### src/include/polar_config.svh
/*
  frame size, leaf size and LLR width of the 16-bit polar decoder
*/

`ifndef POLAR_CONFIG_SVH
`define POLAR_CONFIG_SVH

// frame length in bits
`define POLAR_N      16

// leaf decoder length
`define POLAR_LEAF   8

// signed two's complement LLR width
`define POLAR_LLR_W  4

`endif

### src/design/polar_pkg.sv
/*
  polar decoder types and leaf type enum
  min-sum F/G, hard decision, 4-bit encode/decode and leaf classifier
*/

`include "polar_config.svh"

package polar_pkg;

  // saturation bounds of one LLR
  localparam int LLR_MAX = (1 << (`POLAR_LLR_W - 1)) - 1;
  localparam int LLR_MIN = -(1 << (`POLAR_LLR_W - 1));

  typedef logic signed [`POLAR_LLR_W-1:0] llr_t;
  typedef llr_t [`POLAR_LEAF-1:0]          alpha_w_t;
  typedef llr_t [`POLAR_LEAF/2-1:0]        alpha_hw_t;
  typedef logic [`POLAR_LEAF-1:0]          beta_w_t;

  // names read msb half first, so rate0_4_x_4 has the upper 4 bits frozen
  typedef enum logic [2:0] {
    leaf_rate0_8,
    leaf_rate1_8,
    leaf_rate0_4_x_4,
    leaf_x_4_rate0_4,
    leaf_x_8
  } leaf_type_t;

  //--------------------------------------------------------------------------
  // min-sum arithmetic
  //--------------------------------------------------------------------------

  // clip one guard bit back into the LLR range
  function automatic llr_t sat_llr(logic signed [`POLAR_LLR_W:0] v);
    if (v > LLR_MAX) return llr_t'(LLR_MAX);
    if (v < LLR_MIN) return llr_t'(LLR_MIN);
    return v[`POLAR_LLR_W-1:0];
  endfunction

  // sign product times min magnitude
  function automatic llr_t f_op(llr_t a, llr_t b);
    logic signed [`POLAR_LLR_W:0] ea;
    logic signed [`POLAR_LLR_W:0] eb;
    logic signed [`POLAR_LLR_W:0] m;
    ea = a;
    eb = b;
    // magnitudes, -min fits thanks to the guard bit
    ea = (ea < 0) ? -ea : ea;
    eb = (eb < 0) ? -eb : eb;
    m  = (ea < eb) ? ea : eb;
    return sat_llr((a[`POLAR_LLR_W-1] ^ b[`POLAR_LLR_W-1]) ? -m : m);
  endfunction

  // b + a for partial sum 0, b - a for partial sum 1
  function automatic llr_t g_op(llr_t a, llr_t b, logic s);
    logic signed [`POLAR_LLR_W:0] ea;
    logic signed [`POLAR_LLR_W:0] eb;
    ea = a;
    eb = b;
    return sat_llr(s ? (eb - ea) : (eb + ea));
  endfunction

  // negative LLR decides 1, zero decides 0
  function automatic logic hard_bit(llr_t a);
    return a[`POLAR_LLR_W-1];
  endfunction

  //--------------------------------------------------------------------------
  // 4-bit polar transform and SC decode
  //--------------------------------------------------------------------------

  function automatic logic [3:0] enc4(logic [3:0] u);
    return {u[3], u[2] ^ u[3], u[1] ^ u[3], ^u};
  endfunction

  // full SC over 4 LLRs, returns the re-encoded beta
  function automatic logic [3:0] dec4(alpha_hw_t a, logic [3:0] frz);
    llr_t       l0;
    llr_t       l1;
    llr_t       r0;
    llr_t       r1;
    logic [3:0] u;
    // left 2-node
    l0   = f_op(a[0], a[2]);
    l1   = f_op(a[1], a[3]);
    u[0] = frz[0] ? 1'b0 : hard_bit(f_op(l0, l1));
    u[1] = frz[1] ? 1'b0 : hard_bit(g_op(l0, l1, u[0]));
    // right 2-node, partial sums are the left beta
    r0   = g_op(a[0], a[2], u[0] ^ u[1]);
    r1   = g_op(a[1], a[3], u[1]);
    u[2] = frz[2] ? 1'b0 : hard_bit(f_op(r0, r1));
    u[3] = frz[3] ? 1'b0 : hard_bit(g_op(r0, r1, u[2]));
    return enc4(u);
  endfunction

  // frozen mask to leaf fast path, 1 means frozen
  function automatic leaf_type_t classify8(beta_w_t frz);
    if (&frz)        return leaf_rate0_8;
    if (frz == '0)   return leaf_rate1_8;
    if (&frz[7:4])   return leaf_rate0_4_x_4;
    if (&frz[3:0])   return leaf_x_4_rate0_4;
    return leaf_x_8;
  endfunction

endpackage

### src/design/polar_frame_in.sv
/*
  input stage of the 16-bit polar decoder
  registers LLRs and frozen mask, classifies both mask halves
*/

`timescale 1ns/1ps
`include "polar_config.svh"

module polar_frame_in import polar_pkg::*; (
  input  logic                iclk,
  input  logic                ireset,
  input  logic                iclkena,
  // incoming frame
  input  logic                ialpha_val,
  input  alpha_w_t [1:0]      ialpha,
  input  logic [`POLAR_N-1:0] ifrzb,
  // registered frame
  output logic                frm_val,
  output alpha_w_t [1:0]      frm_alpha,
  output logic [`POLAR_N-1:0] frm_frzb,
  output leaf_type_t          frm_type_lo,
  output leaf_type_t          frm_type_hi
);

  //--------------------------------------------------------------------------
  // strobe delay
  //--------------------------------------------------------------------------

  always_ff @(posedge iclk or posedge ireset) begin
    if (ireset) begin
      frm_val <= 1'b0;
    end else if (iclkena) begin
      frm_val <= ialpha_val;
    end
  end

  //--------------------------------------------------------------------------
  // frame capture
  //--------------------------------------------------------------------------

  // loaded only on the strobe, held until the next frame
  always_ff @(posedge iclk) begin
    if (iclkena && ialpha_val) begin
      frm_alpha   <= ialpha;
      frm_frzb    <= ifrzb;
      // leaf types ready before the root node needs them
      frm_type_lo <= classify8(ifrzb[`POLAR_LEAF-1:0]);
      frm_type_hi <= classify8(ifrzb[`POLAR_N-1 -: `POLAR_LEAF]);
    end
  end

endmodule

### src/design/polar_leaf_dec8.sv
/*
  unrolled 8-LLR polar leaf decoder
  rate-0 and rate-1 in zero cycles, half-rate0 leaves in 2, full leaf in 4
*/

`timescale 1ns/1ps
`include "polar_config.svh"

module polar_leaf_dec8 import polar_pkg::*; (
  input  logic       iclk,
  input  logic       ireset,
  input  logic       iclkena,
  // leaf LLRs
  input  logic       ialpha_val,
  input  alpha_w_t   ialpha,
  // frozen mask and its precomputed type
  input  beta_w_t    ifrzb,
  input  leaf_type_t ifrzb_type,
  // leaf beta
  output logic       obeta_val,
  output beta_w_t    obeta
);

  localparam int HW = `POLAR_LEAF / 2;

  logic [2:0]  val;
  logic [3:0]  bval;

  alpha_hw_t   tmp_fg4;
  alpha_hw_t   tmp_g4_ones;
  alpha_hw_t   tmp_g4_zeros;

  beta_w_t     decodeb;
  beta_w_t     frozenb;
  beta_w_t     hard8;

  //--------------------------------------------------------------------------
  // step sequencer
  //   val[0] decode low half, val[1] select G4, val[2] decode high half
  //   bval[3] marks the result
  //   rate0_4_x_4 skips the high decode
  //   x_4_rate0_4 starts at val[2]
  //--------------------------------------------------------------------------

  always_ff @(posedge iclk or posedge ireset) begin
    if (ireset) begin
      val  <= '0;
      bval <= '0;
    end else if (iclkena) begin
      val  <= val << 1;
      bval <= bval << 1;
      if (ialpha_val) begin
        case (ifrzb_type)
          leaf_rate0_8,
          leaf_rate1_8     : begin
            val  <= 3'b000;
            bval <= 4'b0000;
          end
          leaf_rate0_4_x_4 : begin
            val  <= 3'b001;
            bval <= 4'b0100;
          end
          leaf_x_4_rate0_4 : begin
            val  <= 3'b100;
            bval <= 4'b0100;
          end
          default          : begin
            val  <= 3'b001;
            bval <= 4'b0001;
          end
        endcase
      end
    end
  end

  //--------------------------------------------------------------------------
  // fast paths and result
  //--------------------------------------------------------------------------

  always_comb begin
    for (int i = 0; i < `POLAR_LEAF; i++) begin
      hard8[i] = hard_bit(ialpha[i]);
    end
  end

  // rate-0 and rate-1 leaves answer combinationally
  assign obeta_val = (ialpha_val && (ifrzb_type == leaf_rate0_8 ||
                                     ifrzb_type == leaf_rate1_8)) || bval[3];

  // pipelined result re-encodes the two 4-bit betas
  assign obeta = ialpha_val ? ((ifrzb_type == leaf_rate1_8) ? hard8 : '0)
                            : {decodeb[HW +: HW], decodeb[0 +: HW] ^ decodeb[HW +: HW]};

  //--------------------------------------------------------------------------
  // pipelined data path for the mixed and full leaves
  //--------------------------------------------------------------------------

  always_ff @(posedge iclk) begin
    if (iclkena) begin
      if (ialpha_val) begin
        frozenb <= ifrzb;
        decodeb <= '0;
        // both G4 variants ahead of the low-half decision
        for (int i = 0; i < HW; i++) begin
          tmp_fg4[i]      <= f_op(ialpha[i], ialpha[i + HW]);
          tmp_g4_ones[i]  <= g_op(ialpha[i], ialpha[i + HW], 1'b1);
          tmp_g4_zeros[i] <= g_op(ialpha[i], ialpha[i + HW], 1'b0);
          // a frozen low half goes straight to G with zero partial sums
          if (ifrzb_type == leaf_x_4_rate0_4) begin
            tmp_fg4[i] <= g_op(ialpha[i], ialpha[i + HW], 1'b0);
          end
        end
      end else if (val[0]) begin
        decodeb[0 +: HW] <= dec4(tmp_fg4, frozenb[0 +: HW]);
      end else if (val[1]) begin
        for (int i = 0; i < HW; i++) begin
          tmp_fg4[i] <= decodeb[i] ? tmp_g4_ones[i] : tmp_g4_zeros[i];
        end
      end else if (val[2]) begin
        decodeb[HW +: HW] <= dec4(tmp_fg4, frozenb[HW +: HW]);
      end
    end
  end

endmodule

### src/design/polar_root_node16.sv
/*
  root node of the 16-bit SC decoder
  F/G sequencing over two 8-bit leaves and final beta combine
*/

`timescale 1ns/1ps
`include "polar_config.svh"

module polar_root_node16 import polar_pkg::*; (
  input  logic                iclk,
  input  logic                ireset,
  input  logic                iclkena,
  // frame from the input stage
  input  logic                frm_val,
  input  alpha_w_t [1:0]      frm_alpha,
  input  logic [`POLAR_N-1:0] frm_frzb,
  input  leaf_type_t          frm_type_lo,
  input  leaf_type_t          frm_type_hi,
  // leaf decoder return
  input  logic                leaf_beta_val,
  input  beta_w_t             leaf_beta,
  // leaf decoder request
  output logic                leaf_alpha_val,
  output alpha_w_t            leaf_alpha,
  output beta_w_t             leaf_frzb,
  output leaf_type_t          leaf_frzb_type,
  // decoded codeword estimate
  output logic                obeta_val,
  output logic [`POLAR_N-1:0] obeta,
  output logic                obusy
);

  typedef enum logic [2:0] {
    st_idle,
    st_left,
    st_wait_left,
    st_right,
    st_wait_right,
    st_done
  } state_t;

  state_t                state;

  logic                  in_left;
  logic                  in_right;

  alpha_w_t              f_vec;
  alpha_w_t              g_vec;

  alpha_w_t [1:0]        alpha_r;
  logic [`POLAR_N-1:0]   frzb_r;
  leaf_type_t            type_lo_r;
  leaf_type_t            type_hi_r;
  alpha_w_t              fg_r;
  beta_w_t               beta_l_r;
  logic [`POLAR_N-1:0]   obeta_r;

  //--------------------------------------------------------------------------
  // node arithmetic
  //--------------------------------------------------------------------------

  // F pairs llr i with llr i+8 of the new frame
  // G uses the stored frame and the left beta as partial sums
  always_comb begin
    for (int i = 0; i < `POLAR_LEAF; i++) begin
      f_vec[i] = f_op(frm_alpha[0][i], frm_alpha[1][i]);
      g_vec[i] = g_op(alpha_r[0][i], alpha_r[1][i], leaf_beta[i]);
    end
  end

  //--------------------------------------------------------------------------
  // phase FSM
  //--------------------------------------------------------------------------

  // rate-0/rate-1 leaves answer in the issue cycle, so both
  // the issue and the wait phase accept a beta
  assign in_left  = (state == st_left)  || (state == st_wait_left);
  assign in_right = (state == st_right) || (state == st_wait_right);

  always_ff @(posedge iclk or posedge ireset) begin
    if (ireset) begin
      state <= st_idle;
    end else if (iclkena) begin
      case (state)
        st_idle       : if (frm_val) state <= st_left;
        st_left,
        st_wait_left  : state <= leaf_beta_val ? st_right : st_wait_left;
        st_right,
        st_wait_right : state <= leaf_beta_val ? st_done : st_wait_right;
        st_done       : state <= st_idle;
        default       : state <= st_idle;
      endcase
    end
  end

  //--------------------------------------------------------------------------
  // data path registers
  //--------------------------------------------------------------------------

  always_ff @(posedge iclk) begin
    if (iclkena) begin
      // frames arriving while busy are dropped here
      if (state == st_idle && frm_val) begin
        alpha_r   <= frm_alpha;
        frzb_r    <= frm_frzb;
        type_lo_r <= frm_type_lo;
        type_hi_r <= frm_type_hi;
        fg_r      <= f_vec;
      end
      // left beta done, prepare the right child LLRs
      if (in_left && leaf_beta_val) begin
        beta_l_r <= leaf_beta;
        fg_r     <= g_vec;
      end
      // upper half is the right beta, lower half left xor right
      if (in_right && leaf_beta_val) begin
        obeta_r <= {leaf_beta, beta_l_r ^ leaf_beta};
      end
    end
  end

  //--------------------------------------------------------------------------
  // outputs
  //--------------------------------------------------------------------------

  assign leaf_alpha_val = (state == st_left) || (state == st_right);
  assign leaf_alpha     = fg_r;
  assign leaf_frzb      = in_right ? frzb_r[`POLAR_N-1 -: `POLAR_LEAF]
                                   : frzb_r[`POLAR_LEAF-1:0];
  assign leaf_frzb_type = in_right ? type_hi_r : type_lo_r;

  assign obeta_val      = (state == st_done);
  assign obeta          = obeta_r;

  // frm_val covers the cycle before the FSM leaves idle
  assign obusy          = frm_val || (state != st_idle && state != st_done);

endmodule

### src/design/polar_dec16_top.sv
/*
  16-bit SC polar decoder top
  frame stage, root node and 8-LLR leaf decoder
*/

`timescale 1ns/1ps
`include "polar_config.svh"

module polar_dec16_top import polar_pkg::*; (
  input  logic                iclk,
  input  logic                ireset,
  input  logic                iclkena,
  // channel frame
  input  logic                ialpha_val,
  input  alpha_w_t [1:0]      ialpha,
  input  logic [`POLAR_N-1:0] ifrzb,
  // codeword estimate
  output logic                obeta_val,
  output logic [`POLAR_N-1:0] obeta,
  output logic                obusy
);

  logic                frm_val;
  alpha_w_t [1:0]      frm_alpha;
  logic [`POLAR_N-1:0] frm_frzb;
  leaf_type_t          frm_type_lo;
  leaf_type_t          frm_type_hi;

  logic                leaf_alpha_val;
  alpha_w_t            leaf_alpha;
  beta_w_t             leaf_frzb;
  leaf_type_t          leaf_frzb_type;
  logic                leaf_beta_val;
  beta_w_t             leaf_beta;

  //--------------------------------------------------------------------------
  // stage 1 capture and classify
  //--------------------------------------------------------------------------

  polar_frame_in polar_frame_in_i (
    .iclk        (iclk),
    .ireset      (ireset),
    .iclkena     (iclkena),
    .ialpha_val  (ialpha_val),
    .ialpha      (ialpha),
    .ifrzb       (ifrzb),
    .frm_val     (frm_val),
    .frm_alpha   (frm_alpha),
    .frm_frzb    (frm_frzb),
    .frm_type_lo (frm_type_lo),
    .frm_type_hi (frm_type_hi)
  );

  //--------------------------------------------------------------------------
  // stage 2 root node
  //--------------------------------------------------------------------------

  polar_root_node16 polar_root_node16_i (
    .iclk           (iclk),
    .ireset         (ireset),
    .iclkena        (iclkena),
    .frm_val        (frm_val),
    .frm_alpha      (frm_alpha),
    .frm_frzb       (frm_frzb),
    .frm_type_lo    (frm_type_lo),
    .frm_type_hi    (frm_type_hi),
    .leaf_beta_val  (leaf_beta_val),
    .leaf_beta      (leaf_beta),
    .leaf_alpha_val (leaf_alpha_val),
    .leaf_alpha     (leaf_alpha),
    .leaf_frzb      (leaf_frzb),
    .leaf_frzb_type (leaf_frzb_type),
    .obeta_val      (obeta_val),
    .obeta          (obeta),
    .obusy          (obusy)
  );

  //--------------------------------------------------------------------------
  // stage 3 leaf decoder, shared by both children
  //--------------------------------------------------------------------------

  polar_leaf_dec8 polar_leaf_dec8_i (
    .iclk       (iclk),
    .ireset     (ireset),
    .iclkena    (iclkena),
    .ialpha_val (leaf_alpha_val),
    .ialpha     (leaf_alpha),
    .ifrzb      (leaf_frzb),
    .ifrzb_type (leaf_frzb_type),
    .obeta_val  (leaf_beta_val),
    .obeta      (leaf_beta)
  );

endmodule

### config.mk
export PLATFORM = sky130hd
export DESIGN_NAME = polar_dec16_top
export DESIGN_NICKNAME = d
export VERILOG_FILES = /design/src/design/polar_pkg.sv /design/src/design/polar_frame_in.sv /design/src/design/polar_leaf_dec8.sv /design/src/design/polar_root_node16.sv /design/src/design/polar_dec16_top.sv
export VERILOG_INCLUDE_DIRS = /design/src /design/src/include
export SDC_FILE = /design/constraint.sdc
export NUM_CORES = 1
export LEC_CHECK = 0
export BUFFER_PORTS_ARGS = -buffer_cell sky130_fd_sc_hd__buf_4
export CORE_ASPECT_RATIO = 2
export CORE_MARGIN = 1.5
export CORE_UTILIZATION = 50
export CTS_CLUSTER_SIZE = 20
export DETAILED_ROUTE_END_ITERATION = 10
export HOLD_SLACK_MARGIN = 0.15
export MAX_ROUTING_LAYER = met4
export PLACE_DENSITY_LB_ADDON = 0.2
export RECOVER_POWER = 25
export SETUP_SLACK_MARGIN = 0.3
export SLEW_MARGIN = 15
export SYNTH_ARGS = -nofsm -noshare
export SYNTH_HDL_FRONTEND = slang
export SYNTH_SLANG_ARGS = --single-unit
### constraint.sdc
create_clock -name iclk -period 13.6 [get_ports iclk]
set_input_delay 0 -clock iclk [delete_from_list [all_inputs] [get_ports iclk]]
set_output_delay 0 -clock iclk [all_outputs]
set_load 0.01 [all_outputs]
* Word level (Yosys, flattened, before mapping)
Cells that the tools add are included.
Word-level totals: input bits 84, register bits 303, logic and storage cells 1120
Cells by class: muxes and demuxes 745, bitwise operators 26, reduce and logical (&&, ||, !) cells 42, eq/ne operators 12, add/subtract/negate cells 90, magnitude comparators 138
Operators by type and width (number):
- 2-to-1 mux 4 bit | 257
- 2-to-1 mux 5 bit | 88
- 2-to-1 mux 1 bit | 370
- > comparator 5 x 4 -> 1 bit (second input constant) | 42
- less-than comparator 5 x 4 -> 1 bit (second input constant) | 42
- negator 4 -> 5 bit | 36
- less-than comparator 4 x 1 -> 1 bit (second input constant) | 36
- adder 4 x 4 -> 5 bit | 18
- less-than comparator 5 bit | 18
- negator 5 bit | 18
- subtractor 4 x 4 -> 5 bit | 18
- 2-to-1 mux 32 bit | 2
- 2-to-1 mux 3 bit | 19
- 2-to-1 mux 16 bit | 3
- 2-to-1 mux 8 bit | 3
- bitwise XOR 1 bit | 24
- AND reduction 4 bit | 5
- logical NOT 8 bit | 2
- AND reduction 8 bit | 2
- AND reduction 2 bit | 7
- == test 3 x 2 -> 1 bit (second input constant) | 4
- case mux 3 bit (2 select lines) | 2
- case mux 3 bit (3 select lines) | 1
- nonzero test 2 bit | 4
- other kinds (14) | 32

* Logic depth before layout (Yosys ltp)
depth after elaboration 150, gate-level depth with buffers 62, gate-level depth less buffers 60

* Cells and area by module
A second synthesis with hierarchy kept.
Second synthesis, totals: cell total of the unflattened synthesis 2293, area, all modules 23074.6 sq um
By module, submodules not included:
- polar_root_node16 | area each 10542.6 sq um, cells an instance 1027, seq. area each 4339.2 sq um, instances 1
- polar_leaf_dec8 | area each 9785.6 sq um, cells an instance 1158, seq. area each 2097.0 sq um, instances 1
- polar_frame_in | area each 2746.4 sq um, cells an instance 108, seq. area each 2607.5 sq um, instances 1

* Least setup slack after synthesis
Ideal clock, no wire load.
kind register to register, from register polar_leaf_dec8_i.tmp_fg4[1] (netlist name), to register polar_leaf_dec8_i.decodeb[0] (data pin), data arrival time 10.885 ns, period minus slack after synthesis 11.150 ns, slack 2.450 ns, stages on the path, launching flop included 57, library setup time 0.265 ns, buffers on the path 1, required time 13.335 ns, cells stage by stage edfxtp_1 -> inv_1 -> ha_1 -> mux2i_1 -> inv_1 -> ha_1 -> nand2b_1 -> a21o_1 -> buf_6 -> and3_4 -> nor4_1 -> nor2_1 -> ha_1 -> and2_1 -> a211o_1 -> ha_1 -> a21o_1 -> a2111oi_2 -> [... 21 more ...] -> nor2_1 -> a21oi_1 -> nor2_1 -> o2111a_1 -> a311oi_1 -> or4_1 -> nand4_4 -> mux2_2 -> fa_1 -> inv_1 -> a21o_1 -> a21oi_1 -> xnor2_1 -> xnor2_1 -> nor2_1 -> mux2_4 -> xnor2_1 -> nor2_1
Between the ends: longest elaborated chain between the ends 94, elaborated cells between the ends (all ways) 162, those cells by class 13 x add/sub; 21 x order compare; 124 x mux; 3 x bitwise; 1 x reduce/logical
Ends and longest elaborated chain:
- start, declared | RTL line polar_leaf_dec8.sv:29 | alpha_hw_t tmp_fg4;
- start signal, assigned by index | RTL line polar_leaf_dec8.sv:105 | tmp_fg4[i] <= f_op(ialpha[i], ialpha[i + HW]);
- start signal, assigned by index | RTL line polar_leaf_dec8.sv:110 | tmp_fg4[i] <= g_op(ialpha[i], ialpha[i + HW], 1'b0);
- start signal, assigned by index | RTL line polar_leaf_dec8.sv:117 | tmp_fg4[i] <= decodeb[i] ? tmp_g4_ones[i] : tmp_g4_zeros[i];
- negator 4 -> 5 bit / less-than comparator 4 x 1 -> 1 bit (equally long branches) | RTL line polar_pkg.sv:47 | ea = (ea < 0) ? -ea : ea;
- 2-to-1 mux 5 bit | RTL line polar_pkg.sv:47
- less-than comparator 5 bit | RTL line polar_pkg.sv:49 | m = (ea < eb) ? ea : eb;
- 2-to-1 mux 5 bit | RTL line polar_pkg.sv:49
- negator 5 bit | RTL line polar_pkg.sv:50 | return sat_llr((a[`POLAR_LLR_W-1] ^ b[`POLAR_LLR_W-1]) ? -m : m);
- 2-to-1 mux 5 bit | RTL line polar_pkg.sv:50
- less-than comparator 5 x 4 -> 1 bit | RTL line polar_pkg.sv:35 | if (v < LLR_MIN) return llr_t'(LLR_MIN);
- 2-to-1 mux 1 bit (2 in a row) | RTL line polar_pkg.sv:35
- [... 77 more ...]
- 2-to-1 mux 4 bit | RTL line polar_pkg.sv:36 | return v[`POLAR_LLR_W-1:0];
- 2-to-1 mux 4 bit | RTL line polar_pkg.sv:35
- 2-to-1 mux 4 bit | RTL line polar_leaf_dec8.sv:113 | end else if (val[0]) begin
- 2-to-1 mux 4 bit | RTL line polar_leaf_dec8.sv:100 | if (ialpha_val) begin
- 2-to-1 mux 4 bit | RTL line polar_leaf_dec8.sv:99 | if (iclkena) begin
- 2-to-1 mux 1 bit | RTL line polar_pkg.sv:91 | u[3] = frz[3] ? 1'b0 : hard_bit(g_op(r0, r1, u[2]));
- parity 4 bit (*) | RTL line polar_pkg.sv:72 | return {u[3], u[2] ^ u[3], u[1] ^ u[3], ^u};
- 2-to-1 mux 4 bit (*) | RTL line polar_leaf_dec8.sv:113
- end signal, assigned by index | RTL line polar_leaf_dec8.sv:114 | decodeb[0 +: HW] <= dec4(tmp_fg4, frozenb[0 +: HW]);
- end signal, assigned by index | RTL line polar_leaf_dec8.sv:120 | decodeb[HW +: HW] <= dec4(tmp_fg4, frozenb[HW +: HW]);
- end, declared | RTL line polar_leaf_dec8.sv:33 | beta_w_t decodeb;
Every way passes the cells marked *; elsewhere a longest branch is shown, timed or not. The select of a mux whose other input is x is not followed. A chain may end at the register's enable or synchronous reset.

* Final worst setup path
from register polar_leaf_dec8_i.tmp_fg4[0] (netlist name), to register polar_leaf_dec8_i.decodeb[0] (data pin)
The elaborated chain is that of the path after synthesis.

==> metrics.yaml <==
route:
  ant_nets: 0
  via_per_inst: 5.60
  drtIter0Drc: 701
  drt-total-wl_um: 52300
  drcViolationCount: 0
  wl_per_cell_um: 17.4
  via_count: 16900
  first_pass_iters: 5
floorplanning:
  die_w_um: 152
  dieHeight_um: 301
  dieArea_sq_um: 45700
  core_sq_um: 43500
  num_rows: 108
  initial_utilization_pct: 50.9
  num_io_pins: 102
global_route:
  gr-total-overflow: 0
  grt_pass1_vias: 17400
  antenna_found_initial: 0
  grt_use_total_pct: 23.2
  grt_first_pass_wirelength_um: 83200
  grt_max_degree: 66
clock_network:
  cts.path.max_buffers: 3
  cts.reportedPaths.clkPinSlew_ns: 0.07
  ctsHtreeMaxLevel: 1
  tritoncts: "yes"
  numCtsBuffers: 27
  clkLatencyLatePin_ns: 0.56
  clock_sinks: 303
  post-cts-setup-buffer-count: 0
  ctsRootBufferMaster: "clkbuf_16"
placement:
  io_buffers: 101
  hpwl_um: 40800
  place_congestion: 0.917
setup_path:
  rrSetupSlack_ns: 1.23
  cpLargestDelayFamily: "compound AO/OA/AOI/OAI gates"
  rr_startpoint: "polar_leaf_dec8_i.tmp_fg4[0]"
  worst-r2r-cell-count: 55
  crit_slowest_cell: "or4_1"
  crit_top_cell: "ha_1"
  slowest_delay_ns: 0.55
  crit_fanout: 10
  crit_type: "reg2reg"
  cp-start-kind: "flop"
  critical_path.endpoint_type: "flop"
  cp.buffers_inverters: 4
  worstPathRequired_ns: 13.89
  reg2reg_to: "polar_leaf_dec8_i.decodeb[0]"
  cp.arrival_ns: 12.66
yosys:
  synthDistinctLibCells: 99
  synth_flop_cell: "edfxtp_1"
  yosysWarnings: 0
  synth_edf_count: 292
  synth.area.mux_share_pct: 4.90
  synthAdderAreaFrac_pct: 14.9
  yosysTopAreaCellShare_pct: 39.6
  synth.ff_latch_count: 303
  synth_compound_area_share_pct: 15.7
  synth_area_leaders: "edfxtp_1 40%, ha_1 13%, xnor2_1 4.1%, o21ai_0 4.0%, inv_1 4.0%"
  syn_inst: 2192
  async_flop_share_pct: 3.63
  yosysSeqAreaShare_pct: 40.8
  avgSynthCellArea_sq_um: 10.1
  yosysTopAreaCell: "edfxtp_1"
  synth_top_family_by_area: "compound AO/OA/AOI/OAI gates"
  yosys.area_share.simple_pct: 12.8
  synth_xor_xnor_area_share_pct: 6.04
  synth.most_common_cell: "edfxtp_1"
  netlist_area_sq_um: 22200
  synthTopCellsByCount: "292 x edfxtp_1, 234 x inv_1, 226 x ha_1"
timing:
  finalHoldViolations: 0
  rsz0062_at_grt: "no"
  timing.fmax_mhz: 80.8
  post-route-period-util_pct: 90.9
  tns_ns: 0
  setup_viol: 0
  skew_ns: 0.0219
  worstMarginPinSlew_ns: 0.978
  slew_headroom_pct: 34.8
  fin_crit_ns: 12.37
  slew_violations: 0
finish:
  antenna-diode-count: 0
  drive_gt1_share_pct: 8.89
  fin_nets: 2775
  syn2layout_area_growth_pct: 16.0
worst_hold_path:
  worstHoldStart: "ialpha[49]"
  hold_path_class: "in2reg"
  whs_path_depth: 2
  min_to: "polar_frame_in_i.frm_alpha[49]"
run_status:
  status: "complete, no violations"
job:
  cap_viol_max_count: 0
state kept, by name (all words and copies together) (netlist names), 8 cells and up:
register / flops
polar_root_node16_i.alpha_r: 64
polar_leaf_dec8_i.decodeb: 8
polar_root_node16_i.leaf_alpha: 32
polar_leaf_dec8_i.tmp_g4_ones: 16
polar_root_node16_i.obeta: 16
polar_leaf_dec8_i.tmp_g4_zeros: 16
polar_root_node16_i.beta_l_r: 8
polar_frame_in_i.frm_alpha: 64
polar_root_node16_i.frzb_r: 16
polar_leaf_dec8_i.tmp_fg4: 16
polar_frame_in_i.frm_frzb: 16
polar_leaf_dec8_i.frozenb: 8
cells by family (layout without fill, tap and decap cells):
kind of cell / Yosys count / after routing
and+or+nand+nor: 574 / 574
AOI/OAI and AO/OA: 532 / 532
DFF: 303 / 303
buffers and inverters: 277 / 519
adders and majority gates: 251 / 251
xor gates and xnor gates: 152 / 152
muxes: 101 / 101
other: 2 / 32
timing repair:
| action | 4_1_cts | 5_1_grt |
|---|---|---|
| hold buffers | 121 | 0 |
| hold endpoints to repair | 160 | 0 |
| setup endpoints to repair | 0 | 8 |
| gates resized for setup | 0 | 8 |
through the flow:
stage / utilization, % / setup slack, ns / cell area, sq um / hold slack (ns) / cells
after floorplan: - / 2.45 / 22300 / -0.148 / 2222
after global placement: 54.3 / 1.26 / 23600 / 0.0639 / 2843
after detailed placement: 54.3 / 0.964 / 23600 / 0.0724 / 2843
after CTS: 59.1 / 0.899 / 25700 / 0.150 / 3014
after global routing: 59.1 / 0.280 / 25700 / 0.172 / 3014
final: 59.1 / 1.23 / 25700 / 0.183 / 3014
worst max-delay path by stage:
stage                                             from                            to  slack (ns)  cells past startpoint
after floorplan           polar_leaf_dec8_i.tmp_fg4[1]  polar_leaf_dec8_i.decodeb[0]        2.45                     56
after global placement    polar_leaf_dec8_i.tmp_fg4[0]  polar_leaf_dec8_i.decodeb[4]        1.26                     58
after detailed placement  polar_leaf_dec8_i.tmp_fg4[0]  polar_leaf_dec8_i.decodeb[4]        0.96                     58
after CTS                 polar_leaf_dec8_i.tmp_fg4[0]  polar_leaf_dec8_i.decodeb[4]        0.90                     58
after global routing      polar_leaf_dec8_i.tmp_fg4[0]  polar_leaf_dec8_i.decodeb[4]        0.28                     59
final                     polar_leaf_dec8_i.tmp_fg4[0]  polar_leaf_dec8_i.decodeb[0]        1.23                     55
area by class of cell:
type	count	area (sq um)
Fill cell	3687	17800
Multi-Input combinational cell	1642	12200
Sequential cell	303	9040
Timing Repair Buffer	233	2000
Inverter	236	886
Tap cell	550	688
Clock buffer	29	683
Clock inverter	21	186
layout by cell type, fill, tap and decap left out, types with 55 or more instances in the layout:
cell           count
edfxtp_1         292
inv_1            234
ha_1             226
nor2_1           180
o21ai_0          176
nand2_1          149
dlygate4sd3_1    121
a21oi_1          104
xnor2_1          104
mux2i_1           70
nor2b_1           55
per-layer routing:
metal | GRT usage, % | vias to the layer above | routed length, um
met4 | 13.8 | 0 | 3280
met3 | 2.23 | 155 | 1200
li1 | - | 8342 | -
met2 | 46.8 | 312 | 29900
met1 | 20.1 | 8067 | 17900
met5 | - | - | 0
Power is left out: the tool's default activity adds up to more than one toggle a clock period on the data nets, which glitch-free logic cannot reach.
